## src/lsu_params.svh

```systemverilog
// width macros shared by the lsu rtl and its testbench, pulled in with `include

`ifndef LSU_PARAMS_SVH
`define LSU_PARAMS_SVH

////////////////////
// data bus
////////////////////

// data and address width of the core side and the memory bus
`define LSU_DATA_W 32

// one enable per byte lane
`define LSU_BE_W 4

// byte offset inside a word, low address bits
`define LSU_OFF_W 2

// step from the first to the second part of a split access
`define LSU_WORD_BYTES 4

`endif

```

## src/lsu_pkg.sv

```systemverilog
// shared types of the load store unit, referenced by scoped name from every block

package lsu_pkg;

  ////////////////////
  // access size
  ////////////////////

  // encoding follows the execute stage, 2'b11 is never driven
  typedef enum logic [1:0] {
    WORD = 2'b00,
    HALF = 2'b01,
    BYTE = 2'b10
  } data_type_e;

  ////////////////////
  // access fsm
  ////////////////////

  typedef enum logic [2:0] {
    IDLE,             // no access in progress
    WAIT_GNT_MIS,     // first part of a split waits for grant
    WAIT_RVALID_MIS,  // first part of a split in flight
    WAIT_GNT,         // aligned access or second part waits for grant
    WAIT_RVALID       // last part in flight
  } ls_state_e;

endpackage

```

## src/lsu_req_gen.sv

```systemverilog
// request side of the lsu, builds bus address, byte enables and store data per part

`include "lsu_params.svh"

module lsu_req_gen (
  input  logic                   req_i,          // access pending from execute
  input  lsu_pkg::data_type_e    type_i,
  input  logic [`LSU_DATA_W-1:0] addr_i,         // first address of the access
  input  logic [`LSU_DATA_W-1:0] wdata_i,        // store data, low aligned
  input  logic                   second_part_i,  // second part of a split on the bus
  output logic                   misaligned_o,   // first part of a split access
  output logic [`LSU_DATA_W-1:0] addr_o,
  output logic [`LSU_BE_W-1:0]   be_o,
  output logic [`LSU_DATA_W-1:0] wdata_o
);

  localparam logic [`LSU_BE_W-1:0] BE_ALL  = '1;
  localparam logic [`LSU_BE_W-1:0] BE_HALF = `LSU_BE_W'(2'b11);
  localparam logic [`LSU_BE_W-1:0] BE_ONE  = `LSU_BE_W'(1'b1);

  logic [`LSU_OFF_W-1:0]     offset;     // byte lane of the first byte
  logic [2*`LSU_DATA_W-1:0]  wdata_dbl;  // doubled word for the rotation

  assign offset = addr_i[`LSU_OFF_W-1:0];

  // word off the boundary, or a half whose upper byte lands in the next word
  always_comb begin
    misaligned_o = 1'b0;
    if (req_i && !second_part_i) begin
      unique case (type_i)
        lsu_pkg::WORD: misaligned_o = (offset != '0);
        lsu_pkg::HALF: misaligned_o = (offset == '1);
        default:       misaligned_o = 1'b0;  // bytes never cross
      endcase
    end
  end

  // second part goes to the next word, low bits unchanged
  assign addr_o = second_part_i ? addr_i + `LSU_DATA_W'(`LSU_WORD_BYTES) : addr_i;

  ////////////////////
  // byte enables
  ////////////////////

  // first part starts at the offset, second part takes the lanes left over
  always_comb begin
    unique case (type_i)
      lsu_pkg::WORD: begin
        if (!second_part_i) be_o = BE_ALL << offset;     // 1111 1110 1100 1000
        else                be_o = ~(BE_ALL << offset);  // 0001 0011 0111
      end
      lsu_pkg::HALF: begin
        if (!second_part_i) be_o = BE_HALF << offset;    // offset 3 keeps only lane 3
        else                be_o = BE_ONE;               // upper byte in lane 0
      end
      default:              be_o = BE_ONE << offset;     // byte
    endcase
  end

  // rotate store data up by the offset, both parts use the same rotation
  assign wdata_dbl = {wdata_i, wdata_i} << {offset, 3'b000};
  assign wdata_o   = wdata_dbl[2*`LSU_DATA_W-1:`LSU_DATA_W];

endmodule

```

## src/lsu_fsm.sv

```systemverilog
// access fsm of the lsu, sequences one or two bus accesses per request from execute

module lsu_fsm (
  input  logic clk_i,
  input  logic rst_ni,
  input  logic req_i,          // access pending from execute
  input  logic misaligned_i,   // access needs two parts
  input  logic data_gnt_i,
  input  logic data_rvalid_i,
  output logic data_req_o,
  output logic split_o,        // first grant of a split until its last rvalid
  output logic second_part_o,  // second part requested or in flight
  output logic first_gnt_o,    // grant that opens an access
  output logic valid_o,        // access done, load data valid
  output logic busy_o
);

  lsu_pkg::ls_state_e state_q, state_d;
  logic               split_q, split_d;

  ////////////////////
  // next state
  ////////////////////

  always_comb begin
    state_d     = state_q;
    split_d     = split_q;
    data_req_o  = 1'b0;
    first_gnt_o = 1'b0;
    valid_o     = 1'b0;

    unique case (state_q)
      lsu_pkg::IDLE: begin
        if (req_i) begin
          data_req_o = 1'b1;
          if (data_gnt_i) begin
            first_gnt_o = 1'b1;
            split_d     = misaligned_i;
            state_d     = misaligned_i ? lsu_pkg::WAIT_RVALID_MIS : lsu_pkg::WAIT_RVALID;
          end else begin
            state_d     = misaligned_i ? lsu_pkg::WAIT_GNT_MIS : lsu_pkg::WAIT_GNT;
          end
        end
      end

      lsu_pkg::WAIT_GNT_MIS: begin
        data_req_o = 1'b1;  // held until granted
        if (data_gnt_i) begin
          first_gnt_o = 1'b1;
          split_d     = 1'b1;
          state_d     = lsu_pkg::WAIT_RVALID_MIS;
        end
      end

      // first part in flight, nothing else on the bus
      lsu_pkg::WAIT_RVALID_MIS: begin
        if (data_rvalid_i) begin
          state_d = lsu_pkg::WAIT_GNT;  // second part is requested next cycle
        end
      end

      // shared by aligned accesses and the second part of a split
      lsu_pkg::WAIT_GNT: begin
        data_req_o = 1'b1;
        if (data_gnt_i) begin
          first_gnt_o = !split_q;  // second part grant does not open an access
          state_d     = lsu_pkg::WAIT_RVALID;
        end
      end

      lsu_pkg::WAIT_RVALID: begin
        if (data_rvalid_i) begin
          valid_o = 1'b1;  // last rvalid closes the access
          split_d = 1'b0;
          state_d = lsu_pkg::IDLE;
        end
      end

      default: begin
        state_d = lsu_pkg::IDLE;  // unused encodings recover
        split_d = 1'b0;
      end
    endcase
  end

  always_ff @(posedge clk_i or negedge rst_ni) begin
    if (!rst_ni) begin
      state_q <= lsu_pkg::IDLE;
      split_q <= 1'b0;
    end else begin
      state_q <= state_d;
      split_q <= split_d;
    end
  end

  ////////////////////
  // status levels
  ////////////////////

  assign split_o = split_q;

  // after the first rvalid of a split the fsm only visits WAIT_GNT and WAIT_RVALID
  assign second_part_o = split_q &&
                         ((state_q == lsu_pkg::WAIT_GNT) || (state_q == lsu_pkg::WAIT_RVALID));

  assign busy_o = data_req_o ||
                  (state_q == lsu_pkg::WAIT_RVALID) ||
                  (state_q == lsu_pkg::WAIT_RVALID_MIS);

endmodule

```

## src/lsu_load_align.sv

```systemverilog
// response side of the lsu, aligns and extends load data and splits bus errors

`include "lsu_params.svh"

module lsu_load_align (
  input  logic                   clk_i,
  input  logic                   rst_ni,
  input  logic                   first_gnt_i,    // attributes sampled here
  input  logic                   we_i,
  input  lsu_pkg::data_type_e    type_i,
  input  logic                   sign_ext_i,
  input  logic [`LSU_OFF_W-1:0]  offset_i,
  input  logic                   split_i,
  input  logic                   second_part_i,
  input  logic                   data_rvalid_i,
  input  logic                   data_err_i,
  input  logic [`LSU_DATA_W-1:0] data_rdata_i,
  output logic [`LSU_DATA_W-1:0] rdata_o,
  output logic                   load_err_o,
  output logic                   store_err_o
);

  lsu_pkg::data_type_e      type_q;
  logic                     sign_ext_q;
  logic                     we_q;
  logic [`LSU_OFF_W-1:0]    offset_q;
  logic [`LSU_DATA_W-1:0]   rdata_q;        // raw first word, or last load result

  logic [2*`LSU_DATA_W-1:0] joined;         // current word above the saved one
  logic [`LSU_DATA_W-1:0]   word_asm;
  logic [15:0]              half_sel;
  logic [7:0]               byte_sel;
  logic [`LSU_DATA_W-1:0]   rdata_ext;

  // attributes stay with the access until the next one is granted
  always_ff @(posedge clk_i or negedge rst_ni) begin
    if (!rst_ni) begin
      type_q     <= lsu_pkg::WORD;
      sign_ext_q <= 1'b0;
      we_q       <= 1'b0;
      offset_q   <= '0;
    end else if (first_gnt_i) begin
      type_q     <= type_i;
      sign_ext_q <= sign_ext_i;
      we_q       <= we_i;
      offset_q   <= offset_i;
    end
  end

  ////////////////////
  // alignment
  ////////////////////

  assign joined = {data_rdata_i, rdata_q} >> {offset_q, 3'b000};

  // aligned word comes straight, otherwise low bytes of current above high bytes of saved
  assign word_asm = (offset_q == '0) ? data_rdata_i : joined[`LSU_DATA_W-1:0];

  // offset 3 pulls lane 0 of the second word in, lower offsets read the current word only
  assign half_sel = (offset_q == '1) ? joined[15:0] : 16'(data_rdata_i >> {offset_q, 3'b000});
  assign byte_sel = data_rdata_i[{offset_q, 3'b000} +: 8];

  always_comb begin
    unique case (type_q)
      lsu_pkg::WORD: rdata_ext = word_asm;
      lsu_pkg::HALF: rdata_ext = {{(`LSU_DATA_W-16){sign_ext_q & half_sel[15]}}, half_sel};
      default:       rdata_ext = {{(`LSU_DATA_W-8){sign_ext_q & byte_sel[7]}}, byte_sel};
    endcase
  end

  // load register keeps the raw word for the first part of a split
  always_ff @(posedge clk_i) begin
    if (data_rvalid_i && !we_q) begin
      if (split_i && !second_part_i) rdata_q <= data_rdata_i;
      else                           rdata_q <= rdata_ext;
    end
  end

  assign rdata_o = data_rvalid_i ? rdata_ext : rdata_q;

  // error direction comes from the access that owns this rvalid
  assign load_err_o  = data_rvalid_i & data_err_i & ~we_q;
  assign store_err_o = data_rvalid_i & data_err_i &  we_q;

endmodule

```

## src/lsu_top.sv

```systemverilog
// load store unit top, connects the execute stage to a request/grant/rvalid data memory

`include "lsu_params.svh"

module lsu_top (
  input  logic                   clk_i,
  input  logic                   rst_ni,
  // execute stage
  input  logic                   req_i,
  input  logic                   we_i,
  input  lsu_pkg::data_type_e    type_i,
  input  logic                   sign_ext_i,
  input  logic [`LSU_DATA_W-1:0] addr_i,
  input  logic [`LSU_DATA_W-1:0] wdata_i,
  output logic [`LSU_DATA_W-1:0] rdata_o,
  output logic                   valid_o,
  output logic                   load_err_o,
  output logic                   store_err_o,
  output logic                   busy_o,
  // data memory
  output logic                   data_req_o,
  output logic [`LSU_DATA_W-1:0] data_addr_o,
  output logic                   data_we_o,
  output logic [`LSU_BE_W-1:0]   data_be_o,
  output logic [`LSU_DATA_W-1:0] data_wdata_o,
  input  logic                   data_gnt_i,
  input  logic                   data_rvalid_i,
  input  logic                   data_err_i,
  input  logic [`LSU_DATA_W-1:0] data_rdata_i
);

  logic misaligned;   // first part of a split pending
  logic split_q;      // split access open
  logic second_part;  // second part on the bus
  logic first_gnt;    // access granted

  assign data_we_o = we_i;  // requester holds we_i for the whole access

  lsu_req_gen u_req_gen (
    .req_i        (req_i),
    .type_i       (type_i),
    .addr_i       (addr_i),
    .wdata_i      (wdata_i),
    .second_part_i(second_part),
    .misaligned_o (misaligned),
    .addr_o       (data_addr_o),
    .be_o         (data_be_o),
    .wdata_o      (data_wdata_o)
  );

  lsu_fsm u_fsm (
    .clk_i        (clk_i),
    .rst_ni       (rst_ni),
    .req_i        (req_i),
    .misaligned_i (misaligned),
    .data_gnt_i   (data_gnt_i),
    .data_rvalid_i(data_rvalid_i),
    .data_req_o   (data_req_o),
    .split_o      (split_q),
    .second_part_o(second_part),
    .first_gnt_o  (first_gnt),
    .valid_o      (valid_o),
    .busy_o       (busy_o)
  );

  lsu_load_align u_load_align (
    .clk_i        (clk_i),
    .rst_ni       (rst_ni),
    .first_gnt_i  (first_gnt),
    .we_i         (we_i),
    .type_i       (type_i),
    .sign_ext_i   (sign_ext_i),
    .offset_i     (addr_i[`LSU_OFF_W-1:0]),
    .split_i      (split_q),
    .second_part_i(second_part),
    .data_rvalid_i(data_rvalid_i),
    .data_err_i   (data_err_i),
    .data_rdata_i (data_rdata_i),
    .rdata_o      (rdata_o),
    .load_err_o   (load_err_o),
    .store_err_o  (store_err_o)
  );

endmodule

```

## config.mk

```make
export PLATFORM = sky130hd
export DESIGN_NAME = lsu_top
export DESIGN_NICKNAME = d
export VERILOG_FILES = /design/src/lsu_pkg.sv /design/src/lsu_req_gen.sv /design/src/lsu_fsm.sv /design/src/lsu_load_align.sv /design/src/lsu_top.sv
export VERILOG_INCLUDE_DIRS = /design/src
export SDC_FILE = /design/constraint.sdc
export NUM_CORES = 1
export LEC_CHECK = 0
export BUFFER_PORTS_ARGS = -buffer_cell sky130_fd_sc_hd__buf_2
export CORE_MARGIN = 2
export CORE_UTILIZATION = 46
export CTS_CLUSTER_SIZE = 10
export DETAILED_ROUTE_END_ITERATION = 16
export PLACE_DENSITY = 0.83
export SLEW_MARGIN = 15
export SYNTH_ARGS = -nofsm -noshare
export SYNTH_HDL_FRONTEND = slang
export SYNTH_SLANG_ARGS = --single-unit
```

## constraint.sdc

```tcl
create_clock -name clk_i -period 2.25 [get_ports clk_i]
set_input_delay 0.1125 -clock clk_i [delete_from_list [all_inputs] [get_ports clk_i]]
set_output_delay 0.1125 -clock clk_i [all_outputs]
set_load 0.02 [all_outputs]
```

==> results.cfg, run 1 <==
[status]
run_status = finished, violations left
violations_in_the_final_reports = setup timing

[sta]
finalHoldWorstSlack_ns = 0.0622
final-setup-viol-count = 1
timing.final.ws_setup_ns = -0.000825
tns_setup_ns = -0.000825
skew_ns = 0.00495
rsz_0062_raised_after_global_routing = true
max_clock_freq_mhz = 444
slew_viol_final = 0
period_needed_ns = 2.25
timing.final.crit_share_pct = 100
timing_worst_slew_pin_value_ns = 0.529
worst_rel_slew_slack_pct = 64.7
finalHoldViolations = 0

[grt]
grt_pass1_wl_um = 26500
grtUsageMet2_pct = 41.1
grt_use_met3_pct = 4.74
globalRoute.totalOverflow = 0
grt_use_met1_pct = 36.3
grt.total_usage_pct = 25.9
gr-max-usage-layer = met2
first_global_vias = 5258
grt_start_max_net_pins = 35
number_of_antenna_violations_at_the_first_check_in_global_routing = 1

[hold_path]
timing.hold.worst.class = in2reg
min_from = sign_ext_i
hold_end = u_load_align.sign_ext_q
timing.hold.worst_path_depth = 2

[setup_path]
crit-reg2reg-launch = u_fsm.split_o
timing_worst_setup_path_type = reg2out
worstPathRequired_ns = 2.14
crit-reg2reg-capture = u_fsm.state_q[1]
kind_of_end_point_of_the_critical_path = output pin
rr_worst_depth = 7
worst_setup_path_start_kind = flop
critical_path_arrival_ns = 2.14
critical_path_peak_fanout = 10
reg2reg_slack_ns = 0.27

[layout]
final_design_area_no_fill_um2 = 6850
num-fill-cells = 992
final_cells = 933
syn2layout_area_growth_pct = 29.1
multiInputGateArea_um2 = 3880
final_layout_size_suffix_gt1_share_pct = 46.5
num-nets-final = 903
area.sequential_um2 = 1210

[power]
seq_power_share_pct = 21.0
portion_of_total_power_attributed_to_the_clock_network_pct = 8.4
netSwitchingFraction_pct = 48.6
power_switching_mw = 3.99
worst_ir_drop_vdd_mv = 0.606
pwr_density_cell_nw_per_um2 = 1200
static-leakage-power_nw = 2.89
p_int_mw = 4.22
power.share.combinational_pct = 70.5

[placed_design]
placedInstanceArea_um2 = 6450
placed_cells_incl_taps = 912
gp_congestion = 0.914
hpwl_dp_um = 12800
worst_slack_placed_ns = 0.237
io_buffers = 211

[die]
ioPinCount = 212
fp.dieH_um = 111
fp.dieArea_um2 = 12400
design.core.area_um2 = 11300
rows = 39
chipWidth_um = 111
initial_core_utilization_pct = 46.9

[drt]
vias_per_cell = 6.04
route.vias.total = 5634
detail_route.iter0.violations = 626
ant_nets = 0
drc_errors = 0
first_pass_iters = 5
wl_per_cell_um = 18.7
wl_um = 17500

[yosys]
yosys_register_bits = 42
syn_area_um2 = 5310
yosysTopAreaCellShare_pct = 18.1
synth_enable_flop_cells = 32
asyncSetResetFlopFracSynth_pct = 23.8
synth_top_flop_cell = sky130_fd_sc_hd__edfxtp_1
post_synth_num_cell_types = 56
syn-instance-count = 585
synth.area.top_cells = sky130_fd_sc_hd__edfxtp_1 (18%), sky130_fd_sc_hd__mux4_2 (17%), sky130_fd_sc_hd__nor2_1 (6.4%), sky130_fd_sc_hd__a21oi_1 (5.1%), sky130_fd_sc_hd__mux2i_1 (5.1%)
synthDominantAreaCellType = sky130_fd_sc_hd__edfxtp_1
syn-mean-instance-area_um2 = 9.07
synth_nets = 700
yosysWarnings = 0
seq_area_frac_synth_pct = 22.8

[clocking]
clkSlewWorstSetupHoldPaths_ns = 0.06
numCtsBuffers = 5
clkLatencyLatePin_ns = 0.28
cts.htree.levels = 2
cts.root.buffer_cell = sky130_fd_sc_hd__clkbuf_16
tritoncts = yes
numClockSinks = 42
clock_path_buffers = 2

[run]
max_cap_viols = 0
-- state kept, by name, summed over array words and instances, names as in the netlist --
signal,count
u_load_align.we_q,1
u_load_align.sign_ext_q,1
u_load_align.type_q,2
u_fsm.split_o,1
u_load_align.rdata_q,32
u_load_align.offset_q,2
u_fsm.state_q,3
-- final cells by class --
cell class,instances,area share (%)
timing repair buffer,250,20.4
multi-input combinational,480,56.7
tap,143,2.61
sequential,42,17.7
clock buffer,5,1.83
inverter,9,0.493
antenna,1,0.0365
clock inverter,3,0.164
-- logic make-up after synthesis --
kind of cell	synth area share, %
adder cells (fa/ha/maj)	2.12
buffers and inverters	6.16
multiplexers	26.3
flip-flops	22.8
AO/OA/AOI/OAI	18.4
AND/OR/NAND/NOR	19.2
XOR/XNOR	4.95
-- placed cells by master (no fill, tap or decap), types with 4 or more instances in the layout --
cell type,instances
sky130_fd_sc_hd__a21oi_2,23
sky130_fd_sc_hd__xnor2_1,21
sky130_fd_sc_hd__o211ai_1,8
sky130_fd_sc_hd__and2_1,5
sky130_fd_sc_hd__inv_1,9
sky130_fd_sc_hd__dfrtp_1,7
sky130_fd_sc_hd__buf_2,202
sky130_fd_sc_hd__nor2_1,91
sky130_fd_sc_hd__a311o_1,7
sky130_fd_sc_hd__o21ai_0,18
sky130_fd_sc_hd__mux4_2,40
sky130_fd_sc_hd__nand4_1,8
sky130_fd_sc_hd__and4_1,5
sky130_fd_sc_hd__clkbuf_16,5
sky130_fd_sc_hd__a21oi_4,5
sky130_fd_sc_hd__a21oi_1,46
sky130_fd_sc_hd__nand3b_1,4
sky130_fd_sc_hd__o22a_1,7
sky130_fd_sc_hd__mux2_2,18
sky130_fd_sc_hd__ha_1,8
sky130_fd_sc_hd__buf_4,43
sky130_fd_sc_hd__a221o_1,7
sky130_fd_sc_hd__nand3_1,8
sky130_fd_sc_hd__xor2_1,9
sky130_fd_sc_hd__mux2i_1,25
sky130_fd_sc_hd__and3_1,5
sky130_fd_sc_hd__edfxtp_1,32
sky130_fd_sc_hd__nand2b_1,10
sky130_fd_sc_hd__o22ai_1,9
sky130_fd_sc_hd__nand2_1,51
-- metal layers --
layer / routed length (um) / share of wire (%)
met3: 1830 / 10
met4: 552 / 3.2
met5: 0 / 0
met1: 7030 / 40
met2: 8080 / 46
-- repair_timing --
item                                    4_1_cts  5_1_grt
cloned                                        0        0
hold buffers                                  1        0
endpoints found under the setup margin       21       38
setup buffers                                 3        8
pin swaps                                     0        5
resized for setup                             9       33
endpoints found under the hold margin        10        0
-- per-stage QoR --
stage                     utilization [%]  power, mW
final                                60.5       8.21
after global routing                 60.5       8.64
after CTS                            58.8       7.73
after detailed placement             57.0       6.93
after global placement               57.0       6.83
after floorplan                         -       5.54
-- power by group through the flow --
| stage | combinational [mW] | clock [mW] | sequential (mW) |
|---|---|---|---|
| 6_report | 5.79 | 0.694 | 1.73 |
| 3_5_place_dp | 5.20 | 0 | 1.73 |
| 3_3_place_gp | 5.12 | 0 | 1.71 |
| 5_1_grt | 6.17 | 0.718 | 1.75 |
| 2_1_floorplan | 3.95 | 0 | 1.58 |
| 4_1_cts | 5.33 | 0.688 | 1.71 |
-- Yosys cell counts (2+ instances only) --
master	number
sky130_fd_sc_hd__a221o_1	7
sky130_fd_sc_hd__buf_4	5
sky130_fd_sc_hd__and4_1	5
sky130_fd_sc_hd__nand2b_1	11
sky130_fd_sc_hd__mux2_2	18
sky130_fd_sc_hd__or2_2	3
sky130_fd_sc_hd__a21oi_1	54
sky130_fd_sc_hd__nand3_1	8
sky130_fd_sc_hd__clkbuf_1	28
sky130_fd_sc_hd__a31oi_1	2
sky130_fd_sc_hd__mux2i_1	27
sky130_fd_sc_hd__nand4_1	8
sky130_fd_sc_hd__o22ai_1	10
sky130_fd_sc_hd__buf_2	14
sky130_fd_sc_hd__edfxtp_1	32
sky130_fd_sc_hd__xnor2_1	21
sky130_fd_sc_hd__or3_1	2
sky130_fd_sc_hd__nand2_1	52
sky130_fd_sc_hd__dfrtp_1	10
sky130_fd_sc_hd__nor2_1	91
sky130_fd_sc_hd__o21ai_0	18
sky130_fd_sc_hd__o211ai_1	8
sky130_fd_sc_hd__o22a_1	7
sky130_fd_sc_hd__a21oi_2	17
sky130_fd_sc_hd__mux2_1	2
sky130_fd_sc_hd__buf_6	5
sky130_fd_sc_hd__ha_1	9
sky130_fd_sc_hd__xor2_1	9
sky130_fd_sc_hd__nor2b_1	6
sky130_fd_sc_hd__o21ai_1	2
sky130_fd_sc_hd__inv_1	9
sky130_fd_sc_hd__and3_1	5
sky130_fd_sc_hd__a21oi_4	3
sky130_fd_sc_hd__nand3b_1	4
sky130_fd_sc_hd__a221oi_1	3
sky130_fd_sc_hd__a311o_1	7
sky130_fd_sc_hd__and2_1	5
sky130_fd_sc_hd__mux4_2	40
-- critical path, cell delays in order (launching register included) --
cell	delay, ns
sky130_fd_sc_hd__dfrtp_2	0.44
sky130_fd_sc_hd__buf_4	0.19
sky130_fd_sc_hd__nand2b_1	0.16
sky130_fd_sc_hd__o22ai_2	0.17
sky130_fd_sc_hd__nand2_1	0.10
sky130_fd_sc_hd__and2_1	0.31
sky130_fd_sc_hd__a21oi_2	0.28
sky130_fd_sc_hd__buf_2	0.21
-- worst max-delay path by stage --
stage / from / end / slack (ns) / depth (start not counted)
2_1_floorplan: addr_i[1] / u_fsm.state_q[1] / 0.07 / 10
3_3_place_gp: u_load_align.offset_q[1] / rdata_o[31] / 0.28 / 7
3_5_place_dp: u_load_align.offset_q[1] / rdata_o[31] / 0.24 / 7
4_1_cts: u_load_align.offset_q[1] / rdata_o[31] / -0.002 / 7
5_1_grt: u_load_align.offset_q[1] / rdata_o[31] / -0.07 / 8
6_report: u_load_align.offset_q[0] / rdata_o[14] / -0.0008 / 7
No activity file was read; power rests on OpenSTA's default activity.
==> run 2: changes to the inputs <==
Settings changed: CTS_BUF_LIST set to sky130_fd_sc_hd__clkbuf_2.
==> run 2 against run 1 <==
Net effect: the flow finishes with violations (hold timing, setup timing); register-to-register slack got worse by 0.05 ns; non-clock buffer count rose by 16; design area rose by 6.2%; via count rose by 4.6%; wire length rose by 6.5%; fmax fell by 7.7%; die area did not move; sequential cell count did not move; critical path type unchanged; largest power group unchanged.
==> results.cfg, run 2 (same netlist as run 1, synthesis figures left out) <==
[layout]
final_design_area_no_fill_um2 = 7270
largest-register = u_load_align.rdata_q
syn2layout_area_growth_pct = 37.1
layout.cells.most_common_list = sky130_fd_sc_hd__buf_2 (172), sky130_fd_sc_hd__nor2_1 (86), sky130_fd_sc_hd__buf_4 (69)
final_layout_size_suffix_gt1_share_pct = 50.7
num-nets-final = 919
num-fill-cells = 907
largest_register_ff_count = 32
top_regs = u_load_align.rdata_q x32, u_fsm.state_q x3
layout_commonest_cell = sky130_fd_sc_hd__buf_2

[setup_path]
crit_cells = 8
critical_path.max_stage_delay_ns = 0.54
crit_chain = buf_12, mux2i_4, o22ai_4, o21ai_2, and2_4, buf_8, a21oi_2, buf_4
crit-reg2reg-launch = u_load_align.offset_q[1]
kind_of_end_point_of_the_critical_path = output pin
rr_worst_depth = 7
critical_path_peak_fanout = 6
critical-path-top-delay-family = flip-flops
timing_worst_setup_path_type = reg2out
worstPathBufferInverterCount = 3
worst_setup_path_start_kind = flop
reg2reg_slack_ns = 0.22
worstPathRequired_ns = 2.14
crit-reg2reg-capture = u_load_align.rdata_q[21]
worst_path_max_delay_cell = sky130_fd_sc_hd__dfrtp_2
critical_path_arrival_ns = 2.33

[clocking]
clock_path_buffers = 2
cts.root.buffer_cell = sky130_fd_sc_hd__clkbuf_2
numClockSinks = 42
cts.htree.levels = 2
numCtsBuffers = 5
clkLatencyLatePin_ns = 0.43
clkSlewWorstSetupHoldPaths_ns = 0.24
tritoncts = yes

[hold_path]
timing.hold.worst.class = in2reg
hold_end = u_load_align.offset_q[0]
min_from = addr_i[0]
timing.hold.worst_path_depth = 3

[grt]
grt.total_usage_pct = 26.6
first_global_vias = 5423
grt_pass1_wl_um = 27200
number_of_antenna_violations_at_the_first_check_in_global_routing = 1
grt_start_max_net_pins = 35
globalRoute.totalOverflow = 0

[sta]
timing.final.crit_share_pct = 108
max_clock_freq_mhz = 410
finalHoldViolations = 2
rsz_0062_raised_after_global_routing = true
final-setup-viol-count = 45
timing.final.ws_setup_ns = -0.188
skew_ns = 0.0286
slew_viol_final = 0
tns_setup_ns = -4.74
finalHoldWorstSlack_ns = -0.0166
timing_worst_slew_pin_value_ns = 0.532
period_needed_ns = 2.44
worst_rel_slew_slack_pct = 64.5

[drt]
wl_per_cell_um = 19.6
vias_per_cell = 6.21
route.vias.total = 5894
drc_errors = 0
detail_route.iter0.violations = 719
ant_nets = 0
first_pass_iters = 5
wl_um = 18600

[power]
portion_of_total_power_attributed_to_the_clock_network_pct = 3.9
worst_ir_drop_vdd_mv = 0.629
pwr_density_cell_nw_per_um2 = 1170
netSwitchingFraction_pct = 49.6
static-leakage-power_nw = 3.04
seq_power_share_pct = 20.4
power.share.combinational_pct = 75.7
p_int_mw = 4.29
power_switching_mw = 4.21

[status]
run_status = finished, violations left
violations_in_the_final_reports = hold timing, setup timing

[die]
fp.dieArea_um2 = 12400
ioPinCount = 212
initial_core_utilization_pct = 46.9
rows = 39
fp.dieH_um = 111
chipWidth_um = 111
design.core.area_um2 = 11300

[placed_design]
worst_slack_placed_ns = 0.237
io_buffers = 211
placedInstanceArea_um2 = 6450
gp_congestion = 0.914
hpwl_dp_um = 12800

[run]
max_cap_viols = 0
-- run 2: cell count changes in the layout (fill, tap and decap cells not counted), moves of 4 or more --
cell / delta
sky130_fd_sc_hd__a21oi_1: -10
sky130_fd_sc_hd__a21oi_2: +5
sky130_fd_sc_hd__a21oi_4: +5
sky130_fd_sc_hd__buf_2: -30
sky130_fd_sc_hd__buf_4: +26
sky130_fd_sc_hd__buf_6: +14
sky130_fd_sc_hd__clkbuf_16: -5
sky130_fd_sc_hd__clkbuf_2: +5
sky130_fd_sc_hd__mux2i_4: +4
sky130_fd_sc_hd__nor2_1: -5
sky130_fd_sc_hd__nor2_2: +4
-- run 2: worst reg2reg max path: stages, from the launching register on --
cell and delay [ns]:
sky130_fd_sc_hd__dfrtp_2 0.54, sky130_fd_sc_hd__buf_12 0.15, sky130_fd_sc_hd__mux2i_4 0.28, sky130_fd_sc_hd__o22ai_4 0.11, sky130_fd_sc_hd__o21ai_2 0.20, sky130_fd_sc_hd__and2_1 0.19, sky130_fd_sc_hd__buf_4 0.24, sky130_fd_sc_hd__a21oi_1 0.11
-- run 2: worst max path at each step --
stage	to	from	slack, ns
detailed placement	rdata_o[31]	u_load_align.offset_q[1]	0.24
global route	rdata_o[19]	u_load_align.type_q[0]	-0.26
CTS	rdata_o[19]	u_load_align.offset_q[1]	-0.1
global placement	rdata_o[31]	u_load_align.offset_q[1]	0.28
finish	rdata_o[31]	u_load_align.offset_q[1]	-0.19
floorplan	u_fsm.state_q[1]	addr_i[1]	0.07
-- run 2: routing by layer --
metal	vias up	track usage, %	part of all wire [%]
met2	390	43.2	48
met4	0	7.98	3.3
met5	-	0	0
met3	66	5.12	10
li1	2633	-	-
met1	2805	36.5	39
-- run 2: area by class of cell --
cell class              count  area [um^2]  share of cell area (%)
diodes                      1         2.50                  0.0344
well taps                 143          179                    2.46
inverters                   9         33.8                   0.465
flip-flops and latches     42         1210                    16.7
clock inverters             3         11.3                   0.155
repair buffers            266         1680                    23.1
multi-input cells         480         4130                    56.7
clock buffers               5         25.0                   0.344
-- run 2: through the flow --
| stage | power, mW | util, % | std cells |
|---|---|---|---|
| finish | 8.51 | 64.2 | 949 |
| global route | 8.96 | 64.2 | 949 |
| floorplan | 5.54 | - | 585 |
| CTS | 7.85 | 60.7 | 938 |
| detailed placement | 6.93 | 57.0 | 912 |
| global placement | 6.83 | 57.0 | 912 |
-- run 2: repair_timing --
item                                   4_1_cts  5_1_grt
gates resized for setup                     75       71
endpoints found under the hold margin       13        0
buffers inserted                            12       10
gates cloned                                 2        0
hold buffers                                 4        0
pin swaps                                   10       22
setup endpoints to repair                   53       56
-- run 2: power groups by stage --
stage | Sequential, mW | Combinational (mW) | Clock (mW)
floorplan | 1.58 | 3.95 | 0
global placement | 1.71 | 5.12 | 0
detailed placement | 1.73 | 5.20 | 0
CTS | 1.69 | 5.84 | 0.322
global route | 1.76 | 6.85 | 0.357
finish | 1.74 | 6.44 | 0.334
==> run 3: changes to the inputs <==
Settings changed: REMOVE_ABC_BUFFERS set to 1, SETUP_SLACK_MARGIN set to 0.15.
==> run 3 against run 2 <==
Net effect: sequential cell count is the same; clock power grew 11%; critical path depth decreased by 2; critical path type unchanged; the flow finishes with violations (setup timing); fmax is 0.10% lower; global-route usage up 2.6 points.
==> results.cfg, run 3 (same netlist as run 1, synthesis figures left out) <==
[drt]
drc_errors = 0
ant_nets = 0
detail_route.iter0.violations = 587
wl_um = 20800
route.vias.total = 6215
first_pass_iters = 5
wl_per_cell_um = 21.3
vias_per_cell = 6.39
highest-signal-layer = met5
detailroute.wirelength.met3_um = 2200
met1Wirelength_um = 7020
met2RoutedLength_um = 10700

[grt]
grt_start_max_net_pins = 33
number_of_antenna_violations_at_the_first_check_in_global_routing = 1
globalRoute.totalOverflow = 0
first_global_vias = 5950
grt_pass1_wl_um = 29800
grt.total_usage_pct = 29.3

[die]
design.core.area_um2 = 11300
initial_core_utilization_pct = 46.9
fp.dieH_um = 111
rows = 39
ioPinCount = 212
chipWidth_um = 111
fp.dieArea_um2 = 12400

[setup_path]
crit-reg2reg-capture = u_fsm.state_q[1]
setup.worst_path.start = u_fsm.state_q[2]
crit-reg2reg-launch = u_fsm.state_q[2]
worstPathBufferInverterCount = 1
critical-path-top-delay-family = simple AND/OR/NAND/NOR gates
critical_path_arrival_ns = 2.33
rr_worst_depth = 8
worstPathRequired_ns = 2.14
timing_worst_setup_path_type = reg2out
worst_setup_path_start_kind = flop
worstSetupEndpoint = data_addr_o[29]
kind_of_end_point_of_the_critical_path = output pin
worst_path_max_delay_cell = sky130_fd_sc_hd__dfrtp_1
crit_cells = 6
critical_path.max_stage_delay_ns = 0.49
critical_path_peak_fanout = 5
reg2reg_slack_ns = 0.12
crit_chain = and4b_2, nor2_4, nor4_4, nand4_1, xnor2_1, buf_4

[layout]
antenna-diode-count = 0
largest-register = u_load_align.rdata_q
syn2layout_area_growth_pct = 48.7
final_design_area_no_fill_um2 = 7890
layout_commonest_cell = sky130_fd_sc_hd__buf_2
num-nets-final = 944
num-fill-cells = 776
utilization_pct = 69.7
top_regs = u_load_align.rdata_q x32, u_fsm.state_q x3
largest_register_ff_count = 32
layout.cells.most_common_list = sky130_fd_sc_hd__buf_2 (150), sky130_fd_sc_hd__buf_4 (85), sky130_fd_sc_hd__nor2_1 (83)
final_layout_size_suffix_gt1_share_pct = 56.0

[status]
run_status = finished, violations left
violations_in_the_final_reports = setup timing

[clocking]
clock_path_buffers = 2
clkLatencyLatePin_ns = 0.43
clkSlewWorstSetupHoldPaths_ns = 0.26
cts.htree.levels = 2
cts.root.buffer_cell = sky130_fd_sc_hd__clkbuf_2
tritoncts = yes
numCtsBuffers = 5
numClockSinks = 42

[sta]
slew_viol_final = 0
final-setup-viol-count = 54
period_needed_ns = 2.44
timing.final.crit_share_pct = 108
max_clock_freq_mhz = 410
worst_rel_slew_slack_pct = 60.9
timing.final.ws_setup_ns = -0.191
rsz_0062_raised_after_global_routing = true
tns_setup_ns = -5.70
timing_worst_slew_pin_value_ns = 0.580
skew_ns = 0.0324
finalHoldViolations = 0

[placed_design]
gp_congestion = 0.858
hpwl_dp_um = 12600
io_buffers = 211
placedInstanceArea_um2 = 6500

[hold_path]
timing.hold.worst.class = in2reg
timing.hold.worst_path_depth = 3

[run]
max_cap_viols = 0

[power]
static-leakage-power_nw = 3.34
pwr_density_cell_nw_per_um2 = 1170
worst_ir_drop_vdd_mv = 0.784
totalPowerFinal_mw = 9.25
-- run 3: cell types whose count changed in the layout (fill, tap and decap cells not counted), moves of 6 or more --
| cell | before | now |
|---|---|---|
| sky130_fd_sc_hd__buf_2 | 172 | 150 |
| sky130_fd_sc_hd__a21oi_2 | 28 | 36 |
| sky130_fd_sc_hd__nor2_4 | 2 | 9 |
| sky130_fd_sc_hd__xnor2_2 | 2 | 8 |
| sky130_fd_sc_hd__buf_6 | 17 | 39 |
| sky130_fd_sc_hd__buf_4 | 69 | 85 |
| sky130_fd_sc_hd__a21oi_1 | 36 | 29 |
| sky130_fd_sc_hd__xnor2_1 | 19 | 13 |
-- run 3: routing by layer --
layer / track usage (%) / vias to the layer above
li1: - / 2686
met1: 33.3 / 2966
met2: 54.3 / 476
met3: 6.70 / 85
met4: 9.22 / 2
met5: 0 / -
-- run 3: area by class of cell --
class	instances	area [um^2]	share of cell area [%]
flip-flops and latches	42	1210	15.4
clock buffers	6	30.0	0.381
multi-input cells	483	4360	55.3
clock inverters	2	13.8	0.174
well taps	143	179	2.27
inverters	9	33.8	0.428
repair buffers	288	2060	26.1
-- run 3: worst min path at each step --
stage | startpoint | end | slack, ns
5_1_grt | addr_i[0] | u_load_align.offset_q[0] | 0.01
3_3_place_gp | rst_ni | u_fsm.state_q[2] | -0.01
2_1_floorplan | rst_ni | u_fsm.split_o | -0.18
6_report | data_rdata_i[28] | u_load_align.rdata_q[28] | 0.02
3_5_place_dp | rst_ni | u_fsm.state_q[0] | -0.007
4_1_cts | data_rdata_i[28] | u_load_align.rdata_q[28] | 0.02
-- run 3: report_power, final --
| group | leakage [nW] | switching [mW] | internal [mW] | total, mW |
|---|---|---|---|---|
| registers | 0.422 | 0.291 | 1.40 | 1.69 |
| clock network | 0.0330 | 0.288 | 0.0821 | 0.370 |
| logic | 2.89 | 3.87 | 3.32 | 7.19 |
| total | 3.34 | 4.45 | 4.81 | 9.25 |
-- run 3: stage by stage --
stage	worst slack [ns]	hold slack [ns]	cells
2_1_floorplan	-0.928	-0.183	531
3_3_place_gp	0.251	-0.0103	913
3_5_place_dp	0.197	-0.00707	913
4_1_cts	-0.110	0.0197	960
5_1_grt	-0.320	0.0113	973
6_report	-0.191	0.0177	973
-- run 3: repair_timing --
action / in CTS / in global routing
gates resized for setup: 169 / 68
hold buffers: 5 / 0
gates cloned: 3 / 2
setup endpoints to repair: 67 / 80
pin swaps: 55 / 41
hold endpoints to repair: 14 / 0
setup buffers: 31 / 11
-- run 3: worst reg2reg max path, cell delays in order (launching register included) --
cell	delay, ns
sky130_fd_sc_hd__dfrtp_1	0.48
sky130_fd_sc_hd__and4b_2	0.30
sky130_fd_sc_hd__buf_6	0.14
sky130_fd_sc_hd__nor2_4	0.20
sky130_fd_sc_hd__buf_4	0.15
sky130_fd_sc_hd__nand4b_1	0.15
sky130_fd_sc_hd__ha_1	0.34
sky130_fd_sc_hd__nand2_1	0.07
sky130_fd_sc_hd__a221oi_2	0.25
